File: config.mk
export PLATFORM = sky130hd
export DESIGN_NAME = ooo_core
export DESIGN_NICKNAME = d
export VERILOG_FILES = /design/src/rtl/ooo_pkg.sv /design/src/rtl/ooo_if.sv /design/src/rtl/rename_unit.sv /design/src/rtl/reservation_station.sv /design/src/rtl/execute_unit.sv /design/src/rtl/reorder_buffer.sv /design/src/rtl/ooo_core.sv
export SDC_FILE = /design/constraint.sdc
export NUM_CORES = 2
export LEC_CHECK = 0
export ABC_AREA = 1
export BUFFER_PORTS_ARGS = -buffer_cell sky130_fd_sc_hd__buf_4
export CORE_UTILIZATION = 25
export DETAILED_ROUTE_END_ITERATION = 10
export HOLD_SLACK_MARGIN = 0.03
export PLACE_DENSITY = 0.37
export SYNTH_ARGS = -nofsm -noshare
export SYNTH_HDL_FRONTEND = slang
export SYNTH_SLANG_ARGS = --single-unit
File: constraint.sdc
create_clock -name clk_i -period 8 [get_ports clk_i]
set_input_delay 0.8 -clock clk_i [delete_from_list [all_inputs] [get_ports clk_i]]
set_output_delay 0.8 -clock clk_i [all_outputs]
set_load 0.05 [all_outputs]
File: src/rtl/ooo_pkg.sv
// Core sizes, index and data types, ALU operation encoding
package ooo_pkg;

    // --------------------------------------------------
    // Sizes
    // --------------------------------------------------
    // Data path width
    localparam int XLEN      = 32;
    // Architectural registers seen by software
    localparam int ARCH_REGS = 8;
    // Physical registers behind the rename map
    localparam int PHYS_REGS = 16;
    // Reorder buffer slots
    localparam int ROB_DEPTH = 8;

    // --------------------------------------------------
    // Index and data types
    // --------------------------------------------------
    typedef logic [$clog2(ARCH_REGS)-1:0] arch_reg_t;
    typedef logic [$clog2(PHYS_REGS)-1:0] phys_reg_t;
    // Wraps naturally, depth is a power of two
    typedef logic [$clog2(ROB_DEPTH)-1:0] rob_idx_t;
    typedef logic [XLEN-1:0]              data_t;

    // --------------------------------------------------
    // Operations
    // --------------------------------------------------
    // LI ignores both sources and writes the immediate
    typedef enum logic [2:0] {
        OP_LI  = 3'd0,
        OP_ADD = 3'd1,
        OP_SUB = 3'd2,
        OP_AND = 3'd3,
        OP_XOR = 3'd4
    } op_e;

endpackage

File: src/rtl/ooo_if.sv
// Dispatch, issue and common data bus interfaces with their modports
interface dispatch_if;
    import ooo_pkg::*;

    // Renamed instruction, one per cycle
    logic      valid;
    op_e       op;
    data_t     imm;
    phys_reg_t prs1;
    logic      rs1_ready;
    phys_reg_t prs2;
    logic      rs2_ready;
    phys_reg_t prd;
    phys_reg_t old_prd;
    arch_reg_t rd;
    // Back from ROB and RS
    rob_idx_t  rob_tail;
    logic      rob_full;
    logic      rs_full;

    modport rename (
        output valid, op, imm, prs1, rs1_ready, prs2, rs2_ready, prd, old_prd, rd,
        input  rob_full, rs_full
    );
    modport station (
        input  valid, op, imm, prs1, rs1_ready, prs2, rs2_ready, prd, rob_tail,
        output rs_full
    );
    modport rob (
        input  valid, rd, old_prd,
        output rob_tail, rob_full
    );
endinterface

interface issue_if;
    import ooo_pkg::*;

    logic      valid;
    op_e       op;
    data_t     imm;
    phys_reg_t prs1;
    phys_reg_t prs2;
    phys_reg_t prd;
    rob_idx_t  rob_idx;

    modport source (output valid, op, imm, prs1, prs2, prd, rob_idx);
    modport sink   (input  valid, op, imm, prs1, prs2, prd, rob_idx);
endinterface

interface cdb_if;
    import ooo_pkg::*;

    logic      valid;
    phys_reg_t prd;
    rob_idx_t  rob_idx;
    data_t     data;

    modport source (output valid, prd, rob_idx, data);
    modport sink   (input  valid, prd, rob_idx, data);
endinterface

File: src/rtl/rename_unit.sv
// Map table, free list FIFO, busy table and dispatch stall logic
module rename_unit (
    input  logic                clk_i,
    input  logic                rst_n_i,
    input  logic                inst_valid_i,
    input  ooo_pkg::op_e        inst_op_i,
    input  ooo_pkg::arch_reg_t  inst_rd_i,
    input  ooo_pkg::arch_reg_t  inst_rs1_i,
    input  ooo_pkg::arch_reg_t  inst_rs2_i,
    input  ooo_pkg::data_t      inst_imm_i,
    input  logic                free_valid_i,
    input  ooo_pkg::phys_reg_t  free_prd_i,
    output logic                inst_ready_o,
    dispatch_if.rename          dp,
    cdb_if.sink                 cdb
);
    import ooo_pkg::*;

    // Spare registers beyond the architectural set
    localparam int FL_DEPTH = PHYS_REGS - ARCH_REGS;
    localparam int FL_CNT_W = $clog2(FL_DEPTH + 1);

    typedef logic [$clog2(FL_DEPTH)-1:0] fl_ptr_t;

    phys_reg_t             map_q [ARCH_REGS];
    phys_reg_t             fl_q  [FL_DEPTH];
    fl_ptr_t               fl_head_q;
    fl_ptr_t               fl_tail_q;
    logic [FL_CNT_W-1:0]   fl_count_q;
    logic [PHYS_REGS-1:0]  busy_q;

    logic      accept;
    phys_reg_t prs1;
    phys_reg_t prs2;
    phys_reg_t new_prd;
    logic      rs1_hit;
    logic      rs2_hit;

    // --------------------------------------------------
    // Lookup and stall
    // --------------------------------------------------
    assign inst_ready_o = (fl_count_q != '0) && !dp.rob_full && !dp.rs_full;
    assign accept       = inst_valid_i && inst_ready_o;

    assign prs1    = map_q[inst_rs1_i];
    assign prs2    = map_q[inst_rs2_i];
    assign new_prd = fl_q[fl_head_q];

    // Producer broadcasting right now counts as done
    assign rs1_hit = !busy_q[prs1] || (cdb.valid && cdb.prd == prs1);
    assign rs2_hit = !busy_q[prs2] || (cdb.valid && cdb.prd == prs2);

    // Dispatch bundle
    assign dp.valid     = accept;
    assign dp.op        = inst_op_i;
    assign dp.imm       = inst_imm_i;
    assign dp.prs1      = prs1;
    assign dp.prs2      = prs2;
    // LI has no real sources
    assign dp.rs1_ready = (inst_op_i == OP_LI) || rs1_hit;
    assign dp.rs2_ready = (inst_op_i == OP_LI) || rs2_hit;
    assign dp.prd       = new_prd;
    assign dp.old_prd   = map_q[inst_rd_i];
    assign dp.rd        = inst_rd_i;

    // --------------------------------------------------
    // State update
    // --------------------------------------------------
    always_ff @(posedge clk_i) begin
        if (!rst_n_i) begin
            // Identity map, upper half free
            for (int i = 0; i < ARCH_REGS; i++) begin
                map_q[i] <= phys_reg_t'(i);
            end
            for (int i = 0; i < FL_DEPTH; i++) begin
                fl_q[i] <= phys_reg_t'(ARCH_REGS + i);
            end
            fl_head_q  <= '0;
            fl_tail_q  <= '0;
            fl_count_q <= FL_CNT_W'(FL_DEPTH);
            busy_q     <= '0;
        end else begin
            if (accept) begin
                map_q[inst_rd_i] <= new_prd;
                fl_head_q        <= fl_head_q + 1'b1;
            end
            // Retired old mapping back to the tail
            if (free_valid_i) begin
                fl_q[fl_tail_q] <= free_prd_i;
                fl_tail_q       <= fl_tail_q + 1'b1;
            end
            fl_count_q <= fl_count_q + FL_CNT_W'(free_valid_i) - FL_CNT_W'(accept);
            // Clear before set, a fresh tag is never on the bus
            if (cdb.valid) begin
                busy_q[cdb.prd] <= 1'b0;
            end
            if (accept) begin
                busy_q[new_prd] <= 1'b1;
            end
        end
    end

    // Popped register must be free and no longer pending
    a_fl_pop: assert property (@(posedge clk_i) disable iff (!rst_n_i)
        accept |-> !busy_q[new_prd]);

endmodule

File: src/rtl/reservation_station.sv
// Reservation station with CDB wakeup and oldest-ready issue
module reservation_station #(
    parameter int RS_DEPTH = 4
) (
    input  logic        clk_i,
    input  logic        rst_n_i,
    dispatch_if.station dp,
    cdb_if.sink         cdb,
    issue_if.source     iss
);
    import ooo_pkg::*;

    localparam int IDX_W = $clog2(RS_DEPTH);

    typedef logic [IDX_W-1:0] idx_t;

    // Entry storage
    logic [RS_DEPTH-1:0] ent_valid_q;
    op_e                 op_q      [RS_DEPTH];
    data_t               imm_q     [RS_DEPTH];
    phys_reg_t           prs1_q    [RS_DEPTH];
    phys_reg_t           prs2_q    [RS_DEPTH];
    logic                rdy1_q    [RS_DEPTH];
    logic                rdy2_q    [RS_DEPTH];
    phys_reg_t           prd_q     [RS_DEPTH];
    rob_idx_t            rob_idx_q [RS_DEPTH];
    // Count of younger valid entries
    idx_t                age_q     [RS_DEPTH];

    logic iss_found;
    idx_t iss_sel;
    idx_t ins_sel;

    assign dp.rs_full = &ent_valid_q;

    // --------------------------------------------------
    // Oldest ready entry and first free slot
    // --------------------------------------------------
    always_comb begin
        iss_found = 1'b0;
        iss_sel   = '0;
        for (int i = 0; i < RS_DEPTH; i++) begin
            if (ent_valid_q[i] && rdy1_q[i] && rdy2_q[i]) begin
                if (!iss_found || age_q[i] > age_q[iss_sel]) begin
                    iss_found = 1'b1;
                    iss_sel   = idx_t'(i);
                end
            end
        end
    end

    always_comb begin
        ins_sel = '0;
        for (int i = RS_DEPTH - 1; i >= 0; i--) begin
            if (!ent_valid_q[i]) begin
                ins_sel = idx_t'(i);
            end
        end
    end

    assign iss.valid   = iss_found;
    assign iss.op      = op_q[iss_sel];
    assign iss.imm     = imm_q[iss_sel];
    assign iss.prs1    = prs1_q[iss_sel];
    assign iss.prs2    = prs2_q[iss_sel];
    assign iss.prd     = prd_q[iss_sel];
    assign iss.rob_idx = rob_idx_q[iss_sel];

    // --------------------------------------------------
    // Entry update
    // --------------------------------------------------
    always_ff @(posedge clk_i) begin
        for (int i = 0; i < RS_DEPTH; i++) begin
            // Wakeup on tag match
            if (cdb.valid && cdb.prd == prs1_q[i]) begin
                rdy1_q[i] <= 1'b1;
            end
            if (cdb.valid && cdb.prd == prs2_q[i]) begin
                rdy2_q[i] <= 1'b1;
            end
            // Older than the issued one loses a younger entry
            age_q[i] <= age_q[i] + idx_t'(dp.valid)
                      - idx_t'(iss_found && age_q[i] > age_q[iss_sel]);
        end
        if (dp.valid) begin
            op_q[ins_sel]      <= dp.op;
            imm_q[ins_sel]     <= dp.imm;
            prs1_q[ins_sel]    <= dp.prs1;
            prs2_q[ins_sel]    <= dp.prs2;
            rdy1_q[ins_sel]    <= dp.rs1_ready;
            rdy2_q[ins_sel]    <= dp.rs2_ready;
            prd_q[ins_sel]     <= dp.prd;
            rob_idx_q[ins_sel] <= dp.rob_tail;
            age_q[ins_sel]     <= '0;
        end
        if (!rst_n_i) begin
            ent_valid_q <= '0;
        end else begin
            if (iss_found) begin
                ent_valid_q[iss_sel] <= 1'b0;
            end
            if (dp.valid) begin
                ent_valid_q[ins_sel] <= 1'b1;
            end
        end
    end

    // Insert slot must be empty
    a_no_write_full: assert property (@(posedge clk_i) disable iff (!rst_n_i)
        dp.valid |-> !ent_valid_q[ins_sel]);

endmodule

File: src/rtl/execute_unit.sv
// Physical register file, single-cycle ALU and registered CDB driver
module execute_unit (
    input  logic    clk_i,
    input  logic    rst_n_i,
    issue_if.sink   iss,
    cdb_if.source   cdb
);
    import ooo_pkg::*;

    data_t                rf_q [PHYS_REGS];
    data_t                opa;
    data_t                opb;
    data_t                alu_res;
    // Broadcast stage
    logic                 cdb_valid_q;
    phys_reg_t            cdb_prd_q;
    rob_idx_t             cdb_rob_q;
    data_t                cdb_data_q;
    // Shadow flag, register holds its current producer's result
    logic [PHYS_REGS-1:0] written_q;

    // Operand read in the issue cycle
    assign opa = rf_q[iss.prs1];
    assign opb = rf_q[iss.prs2];

    always_comb begin
        unique case (iss.op)
            OP_LI:   alu_res = iss.imm;
            OP_ADD:  alu_res = opa + opb;
            OP_SUB:  alu_res = opa - opb;
            OP_AND:  alu_res = opa & opb;
            OP_XOR:  alu_res = opa ^ opb;
            default: alu_res = '0;
        endcase
    end

    assign cdb.valid   = cdb_valid_q;
    assign cdb.prd     = cdb_prd_q;
    assign cdb.rob_idx = cdb_rob_q;
    assign cdb.data    = cdb_data_q;

    // --------------------------------------------------
    // Result register and writeback
    // --------------------------------------------------
    always_ff @(posedge clk_i) begin
        cdb_prd_q  <= iss.prd;
        cdb_rob_q  <= iss.rob_idx;
        cdb_data_q <= alu_res;
        if (!rst_n_i) begin
            cdb_valid_q <= 1'b0;
            for (int i = 0; i < PHYS_REGS; i++) begin
                rf_q[i]      <= '0;
                written_q[i] <= (i < ARCH_REGS);
            end
        end else begin
            cdb_valid_q <= iss.valid;
            // Write lands as the bus cycle ends
            if (cdb_valid_q) begin
                rf_q[cdb_prd_q]      <= cdb_data_q;
                written_q[cdb_prd_q] <= 1'b1;
            end
            // Pending again once a new producer issues
            if (iss.valid) begin
                written_q[iss.prd] <= 1'b0;
            end
        end
    end

    // ALU sources were written back before the read
    a_src_written: assert property (@(posedge clk_i) disable iff (!rst_n_i)
        (iss.valid && iss.op != OP_LI) |-> (written_q[iss.prs1] && written_q[iss.prs2]));

endmodule

File: src/rtl/reorder_buffer.sv
// Reorder buffer with CDB completion and in-order retirement
module reorder_buffer (
    input  logic                clk_i,
    input  logic                rst_n_i,
    output logic                free_valid_o,
    output ooo_pkg::phys_reg_t  free_prd_o,
    output logic                rt_valid_o,
    output ooo_pkg::arch_reg_t  rt_rd_o,
    output ooo_pkg::data_t      rt_data_o,
    dispatch_if.rob             dp,
    cdb_if.sink                 cdb
);
    import ooo_pkg::*;

    localparam int CNT_W = $clog2(ROB_DEPTH + 1);

    typedef logic [CNT_W-1:0] cnt_t;

    // Pointers and occupancy
    rob_idx_t             head_q;
    rob_idx_t             tail_q;
    cnt_t                 count_q;
    logic [ROB_DEPTH-1:0] done_q;
    // Slot payload
    arch_reg_t            rd_q      [ROB_DEPTH];
    phys_reg_t            old_prd_q [ROB_DEPTH];
    data_t                data_q    [ROB_DEPTH];

    logic retire;

    assign dp.rob_full = (count_q == cnt_t'(ROB_DEPTH));
    assign dp.rob_tail = tail_q;

    // --------------------------------------------------
    // Retirement from the head
    // --------------------------------------------------
    assign retire       = (count_q != '0) && done_q[head_q];
    assign rt_valid_o   = retire;
    assign rt_rd_o      = rd_q[head_q];
    assign rt_data_o    = data_q[head_q];
    // Previous mapping of rd is dead now
    assign free_valid_o = retire;
    assign free_prd_o   = old_prd_q[head_q];

    always_ff @(posedge clk_i) begin
        if (!rst_n_i) begin
            head_q  <= '0;
            tail_q  <= '0;
            count_q <= '0;
            done_q  <= '0;
        end else begin
            if (dp.valid) begin
                done_q[tail_q] <= 1'b0;
                tail_q         <= tail_q + 1'b1;
            end
            if (cdb.valid) begin
                done_q[cdb.rob_idx] <= 1'b1;
            end
            if (retire) begin
                done_q[head_q] <= 1'b0;
                head_q         <= head_q + 1'b1;
            end
            count_q <= count_q + cnt_t'(dp.valid) - cnt_t'(retire);
        end
    end

    // Payload capture
    always_ff @(posedge clk_i) begin
        if (dp.valid) begin
            rd_q[tail_q]      <= dp.rd;
            old_prd_q[tail_q] <= dp.old_prd;
        end
        if (cdb.valid) begin
            data_q[cdb.rob_idx] <= cdb.data;
        end
    end

    // --------------------------------------------------
    // Checks
    // --------------------------------------------------
    // Occupancy stays within depth and agrees with the pointers
    a_no_alloc_full: assert property (@(posedge clk_i) disable iff (!rst_n_i)
        (count_q <= cnt_t'(ROB_DEPTH))
        && (rob_idx_t'(tail_q - head_q) == rob_idx_t'(count_q)));

    // Completing slot lies between head and tail and is still pending
    a_complete_live: assert property (@(posedge clk_i) disable iff (!rst_n_i)
        cdb.valid |-> (cnt_t'(rob_idx_t'(cdb.rob_idx - head_q)) < count_q)
                      && !done_q[cdb.rob_idx]);

endmodule

File: src/rtl/ooo_core.sv
// Out-of-order core top level with rename, RS, execute and ROB
module ooo_core #(
    parameter int RS_DEPTH = 4
) (
    input  logic                clk_i,
    input  logic                rst_n_i,
    // Instruction input
    input  logic                inst_valid_i,
    input  ooo_pkg::op_e        inst_op_i,
    input  ooo_pkg::arch_reg_t  inst_rd_i,
    input  ooo_pkg::arch_reg_t  inst_rs1_i,
    input  ooo_pkg::arch_reg_t  inst_rs2_i,
    input  ooo_pkg::data_t      inst_imm_i,
    output logic                inst_ready_o,
    // Retire stream
    output logic                rt_valid_o,
    output ooo_pkg::arch_reg_t  rt_rd_o,
    output ooo_pkg::data_t      rt_data_o
);
    import ooo_pkg::*;

    // --------------------------------------------------
    // Internal buses
    // --------------------------------------------------
    dispatch_if dp_bus ();
    issue_if    iss_bus ();
    cdb_if      cdb_bus ();

    // Old mapping handed back at retirement
    logic      free_valid;
    phys_reg_t free_prd;

    // --------------------------------------------------
    // Pipeline stages
    // --------------------------------------------------
    rename_unit u_rename (
        .clk_i        (clk_i),
        .rst_n_i      (rst_n_i),
        .inst_valid_i (inst_valid_i),
        .inst_op_i    (inst_op_i),
        .inst_rd_i    (inst_rd_i),
        .inst_rs1_i   (inst_rs1_i),
        .inst_rs2_i   (inst_rs2_i),
        .inst_imm_i   (inst_imm_i),
        .free_valid_i (free_valid),
        .free_prd_i   (free_prd),
        .inst_ready_o (inst_ready_o),
        .dp           (dp_bus),
        .cdb          (cdb_bus)
    );

    reservation_station #(
        .RS_DEPTH (RS_DEPTH)
    ) u_rs (
        .clk_i   (clk_i),
        .rst_n_i (rst_n_i),
        .dp      (dp_bus),
        .cdb     (cdb_bus),
        .iss     (iss_bus)
    );

    execute_unit u_exec (
        .clk_i   (clk_i),
        .rst_n_i (rst_n_i),
        .iss     (iss_bus),
        .cdb     (cdb_bus)
    );

    reorder_buffer u_rob (
        .clk_i        (clk_i),
        .rst_n_i      (rst_n_i),
        .free_valid_o (free_valid),
        .free_prd_o   (free_prd),
        .rt_valid_o   (rt_valid_o),
        .rt_rd_o      (rt_rd_o),
        .rt_data_o    (rt_data_o),
        .dp           (dp_bus),
        .cdb          (cdb_bus)
    );

endmodule

* Word level (Yosys, flattened, before mapping)
Memories as Yosys holds them, arrays and structs flattened. A register that Yosys moved wholly into a read port is not among the register bits. Cells that the tools add are included.
Word-level totals: bits in registers 81, bits in writable memories 1104, output and inout port bits 37, word-level logic and storage cells 244, memories 15
Operators by class: add/sub/neg operators 18, magnitude comparators 23, eq/ne operators 15, mux-type cells 94, bitwise operators 13, reduce and logical (&&, ||, !) cells 55
Memories:
- u_exec.rf_q | depth 16, bits a word 32, read ports 2, clocked after Yosys merged registers in 0, write ports 16, line execute_unit.sv:10 | data_t rf_q [PHYS_REGS];
- u_rob.data_q | depth 8, bits a word 32, read ports 1, clocked after Yosys merged registers in 1, write ports 1, line reorder_buffer.sv:27 | data_t data_q [ROB_DEPTH];
- u_rs.imm_q | depth 4, bits a word 32, read ports 1, clocked after Yosys merged registers in 0, write ports 1, line reservation_station.sv:20 | data_t imm_q [RS_DEPTH];
- u_rename.fl_q | depth 8, bits a word 4, read ports 1, clocked after Yosys merged registers in 1, write ports 8, line rename_unit.sv:26 | phys_reg_t fl_q [FL_DEPTH];
- u_rename.map_q | depth 8, bits a word 4, read ports 3, clocked after Yosys merged registers in 0, write ports 8, line rename_unit.sv:25 | phys_reg_t map_q [ARCH_REGS];
- u_rob.old_prd_q | depth 8, bits a word 4, read ports 1, clocked after Yosys merged registers in 1, write ports 1, line reorder_buffer.sv:26 | phys_reg_t old_prd_q [ROB_DEPTH];
- 9 more memories
Operators by type and width (number):
- case mux 32 bit (5 select lines) | 1
- 2-to-1 mux 1 bit | 49
- 2-to-1 mux 16 bit | 3
- == test 4 bit | 10
- 2-to-1 mux 8 bit | 5
- logical AND 1 bit | 33
- adder 32 bit | 1
- AND 32 bit | 1
- 2-to-1 mux 32 bit | 1
- OR reduction 32 bit | 1
- subtractor 32 bit | 1
- XOR 32 bit | 1
- 2-to-1 mux 3 bit | 10
- 2-to-1 mux 4 bit | 6
- less-than comparator 4 x 5 -> 1 bit, second input constant | 4
- 2-to-1 mux 2 bit | 9
- AND 16 bit | 1
- AND 8 bit | 2
- NOT 16 bit | 1
- NOT 8 bit | 2
- bitwise OR 16 bit | 1
- > comparator 2 bit | 7
- adder 3 x 1 -> 3 bit, second input constant | 4
- less-than comparator 3 x 4 -> 1 bit, second input constant | 3
- 27 further kinds | 61

* Depth between registers and ports, before layout
An unclocked memory read counts as a cell.
depth in word-level cells 28, gate-level depth with buffers 62, depth with buffers taken out 61

* By module
Synthesis repeated with hierarchy kept, for this count alone.
Unflattened totals: cells, all modules 6774, area total of the unflattened synthesis 61401.4 um2
Modules (own cells, without submodules):
- execute_unit | instances 1, cells an instance 4155, area an instance 33021.7 um2
- reorder_buffer | instances 1, cells an instance 1085, area an instance 13266.5 um2
- reservation_station | instances 1, cells an instance 764, area an instance 9306.4 um2
- rename_unit | instances 1, cells an instance 770, area an instance 5806.8 um2

* Worst setup path after synthesis
Ideal clock, no wire load.
path type flip-flop to flip-flop, start point register u_rob.count_q[2], end point memory u_rs.rdy2_q[2], setup time 0.140 ns, data arrival time 7.947 ns, required time 7.860 ns, slack -0.087 ns, cell stages (with the launch flop) 8, buffers on the path 0, clock period less this slack 8.087 ns, cell sequence dfxtp_1 > inv_1 > ha_1 > a221oi_1 > nand2_1 > nor4_1 > inv_1 > mux2i_1
RTL lines:
- from (decl) | line reorder_buffer.sv:22 | cnt_t count_q;
- from (signal assigned) | line reorder_buffer.sv:63 | count_q <= count_q + cnt_t'(dp.valid) - cnt_t'(retire);
- to (decl) | line reservation_station.sv:24 | logic rdy2_q [RS_DEPTH];

==> results.toml <==
[clock_tree]
holdBufCountCts = 0
clk_pin_slew_worst_paths_ps = 60
ctsLongestPathBuffers = 3
tritoncts.num_buffers = 151
cts_tree = "done"
worstSkewPairLatency_ps = 850
clkSinkCount = 1198
cts_root_buffer = "sky130_fd_sc_hd__clkbuf_16"
htree_levels = 4

[synth]
yosys_warnings = 0
synth_top_flop_cell = "sky130_fd_sc_hd__edfxtp_1"
syn_area_mm2 = 0.0609
synth_top_cells_by_area = "sky130_fd_sc_hd__edfxtp_1, sky130_fd_sc_hd__nand2_1, sky130_fd_sc_hd__nor2_1"
synthDominantAreaCellType = "sky130_fd_sc_hd__edfxtp_1"
proportion_of_register_bits_with_asynchronous_set_or_reset_after_synthesis = 0
netlist_instances = 6690
synthesis.nets = 6841
synth-seq-cells = 1198
synth_enable_flop_cells = 1088
synthDominantCellAreaShare = 0.536
postSynthAreaPerCell_um2 = 9.11
yosys.cell_count.top_type = "sky130_fd_sc_hd__edfxtp_1"
distinct_cells_synth = 61
ys_seq_area_frac = 0.572
commonest_cells_in_the_synthesized_netlist = "sky130_fd_sc_hd__edfxtp_1, sky130_fd_sc_hd__nand2_1, sky130_fd_sc_hd__nor2_1"

[route]
ant_nets = 0
detail_route.vias_per_cell = 4.99
num_vias = 50600
routedWlPerCell_um = 25.1
detailedRoute.firstPassIterationCount = 7
drt-initial-drc-count = 4576
wl_um = 254000
remaining_drc_errors = 0

[finish]
share_of_final_layout_standard_cells_stronger_than_drive_strength_1 = 0.114
regArea_mm2 = 0.0349
n_fill_cell = 25300
final_net_count = 6980
footprint_of_the_multi_input_gates_mm2 = 0.0217
areaGrowthSynthToFinish_pct = 18.4
final_core_util = 0.299

[setup_path]
cp_startpoint_kind = "register"
setup_crit_path_kind = "register to register"
cp_data_required_time_ps = 8700
worst-path-max-fanout = 27
critical_path_arrival_ps = 8100
crit_path_max_incr_delay_ps = 380
critical-path-slowest-cell = "sky130_fd_sc_hd__ha_1"
crit_path_end_kind = "register"
crit_path_frequent_cell = "sky130_fd_sc_hd__nand2_1"

[sta]
layout_setup_ws_ps = 602
report.final.slew_viol_count = 0
fin_setup_tns_ps = 0
final_period_minus_worst_setup_slack_ps = 7400
relSlewSlack = 0.152
number_of_hold_violations_in_the_final_report = 0
finClkSkew_ps = 67.7
max_slew.worst_pin.slew_ps = 1270
max_freq_mhz = 135
period_share = 0.925
setup_viol_count_final = 0

[die]
boundaryPins = 84
start_util = 0.252
floorplan.die.height_um = 496
fp.dieArea_mm2 = 0.246
core_region_area_mm2 = 0.241
width_of_the_chip_um = 496
cell_rows = 180

[power_and_ir_drop]
leakagePower_uw = 0.0274
p_per_area_mw_per_mm2 = 339
peakVddDrop_uv = 246
fin_total_pwr_uw = 24400

[place]
port_buffers = 83
post-dp-hpwl_um = 150000
worst_setup_slack_before_clock_tree_synthesis_ps = 70.3
gp_congestion = 0.889

[global_route]
use_met1 = 0.283
grt_max_degree = 157
track_usage = 0.203
gr_layer_usage_met2 = 0.322
grt_overflow = 0
first_pass_grt_wire_length_um = 360000
grt_pass1_vias = 48700
groute.layer.met3.usage = 0.0292
grt_antenna_before_repair = 7
grt-busiest-layer = "met2"

[run]
drv.max_cap_violation_count = 0

[status]
run_status = "finished, final reports clean"

[min_path]
hold_path.class = "input pin to register"
critical path: cells and delay by family, from the launching register on:
kind | cells | cell delay, ps
adder cells (fa/ha/maj) | 4 | 1210
AND/OR/NAND/NOR | 39 | 3780
AO/OA/AOI/OAI | 4 | 420
flip-flops | 1 | 350
XOR/XNOR | 1 | 190
buffers and inverters | 10 | 1280
final timing paths:
kind | startpoint | endpoint | slack (ps) | cells past startpoint
setup / recovery | u_rs.age_q[0][1]$_SDFF_PP0_ | u_exec.cdb.data[31]$_DFF_P_ | 600 | 58
hold / removal | inst_imm_i[24] | u_rs.imm_q[1][24]$_DFFE_PP_ | 160 | 1
setup reg to reg | u_rs.age_q[0][1]$_SDFF_PP0_ | u_exec.cdb.data[31]$_DFF_P_ | 600 | 58
hold reg to reg | u_rs.prd_q[0][0]$_DFFE_PP_ | u_exec.cdb.prd[0]$_DFF_P_ | 450 | 2
kinds of logic (layout without fill, tap and decap cells):
family | Yosys count | count (layout) | share of synthesized area
xor+xnor | 53 | 53 | 0.00762
flops | 1198 | 1198 | 0.572
simple gates | 2954 | 2954 | 0.208
buf+inv | 1193 | 1448 | 0.0785
mux | 3 | 3 | 0.000513
other cells | 0 | 3 | 0
fa+ha+maj | 104 | 104 | 0.0217
compound gates | 1185 | 1185 | 0.111
registers in the layout, indices dropped and copies added, names as in the netlist, 8 cells and up, named ones only:
register         count
u_rs.imm_q         128
u_rob.old_prd_q     32
u_rs.op_q           12
u_rs.prd_q          16
u_rename.fl_q       32
u_rename.map_q      32
u_rs.rob_idx_q      12
u_rs.age_q           8
u_rob.rd_q          24
u_rs.prs1_q         16
u_rob.data_q       256
u_rs.prs2_q         16
u_exec.cdb.data     32
u_rename.busy_q     16
u_rob.done_q         8
u_exec.rf_q        512
layout make-up:
cell class,count,share of cell area
multi-input combinational,4299,0.300
tap,3185,0.0553
sequential,1198,0.484
clock inverter,72,0.0125
timing repair buffer,448,0.0543
clock buffer,197,0.0555
antenna,3,0.000104
inverter,731,0.0383
layer usage:
metal	vias to the layer above	part of all wire
met2	1710	0.45
met5	-	0.00013
met3	374	0.059
met4	6	0.030
met1	25200	0.46
li1	23400	-
timing repair:
action,4_1_cts,5_1_grt
resized for setup,0,45
endpoints found under the setup margin,0,19
buffers inserted,0,6
stage by stage:
stage,std cells,cell area [µm²],hold WS (ps)
floorplan,6690,60900,424
global placement,9851,66900,438
detailed placement,9851,66900,444
CTS,10100,71800,93.1
global route,10100,72100,123
finish,10100,72100,163
layout by cell type, fill, tap and decap left out, drive strengths merged, types with 3 or more instances in the layout:
cell type / netlist / final
a211oi: 14 / 14
a21boi: 3 / 3
a21o: 3 / 3
a21oi: 229 / 229
a221oi: 14 / 14
a22oi: 6 / 6
a31oi: 45 / 45
a41oi: 3 / 3
buf: 175 / 444
bufinv: 0 / 12
clkbuf: 287 / 201
clkinv: 10 / 59
clkinvlp: 0 / 6
dfxtp: 110 / 110
diode: 0 / 3
edfxtp: 1088 / 1088
fa: 3 / 3
ha: 101 / 101
inv: 721 / 726
nand2: 1054 / 1054
nand3: 589 / 589
nand4: 255 / 255
nor2: 1015 / 1015
nor3: 24 / 24
nor4: 6 / 6
o2111ai: 31 / 31
o211ai: 55 / 55
o21ai: 642 / 642
o221ai: 55 / 55
o22ai: 57 / 57
o311ai: 7 / 7
o31ai: 3 / 3
o32ai: 8 / 8
or2: 9 / 9
xnor2: 20 / 20
xor2: 33 / 33
where the power goes:
| group | switching [µW] | internal, µW |
|---|---|---|
| combinational | 6190 | 3270 |
| clock | 2950 | 3950 |
| sequential | 556 | 7500 |
Power figures use the tool's default switching activity.
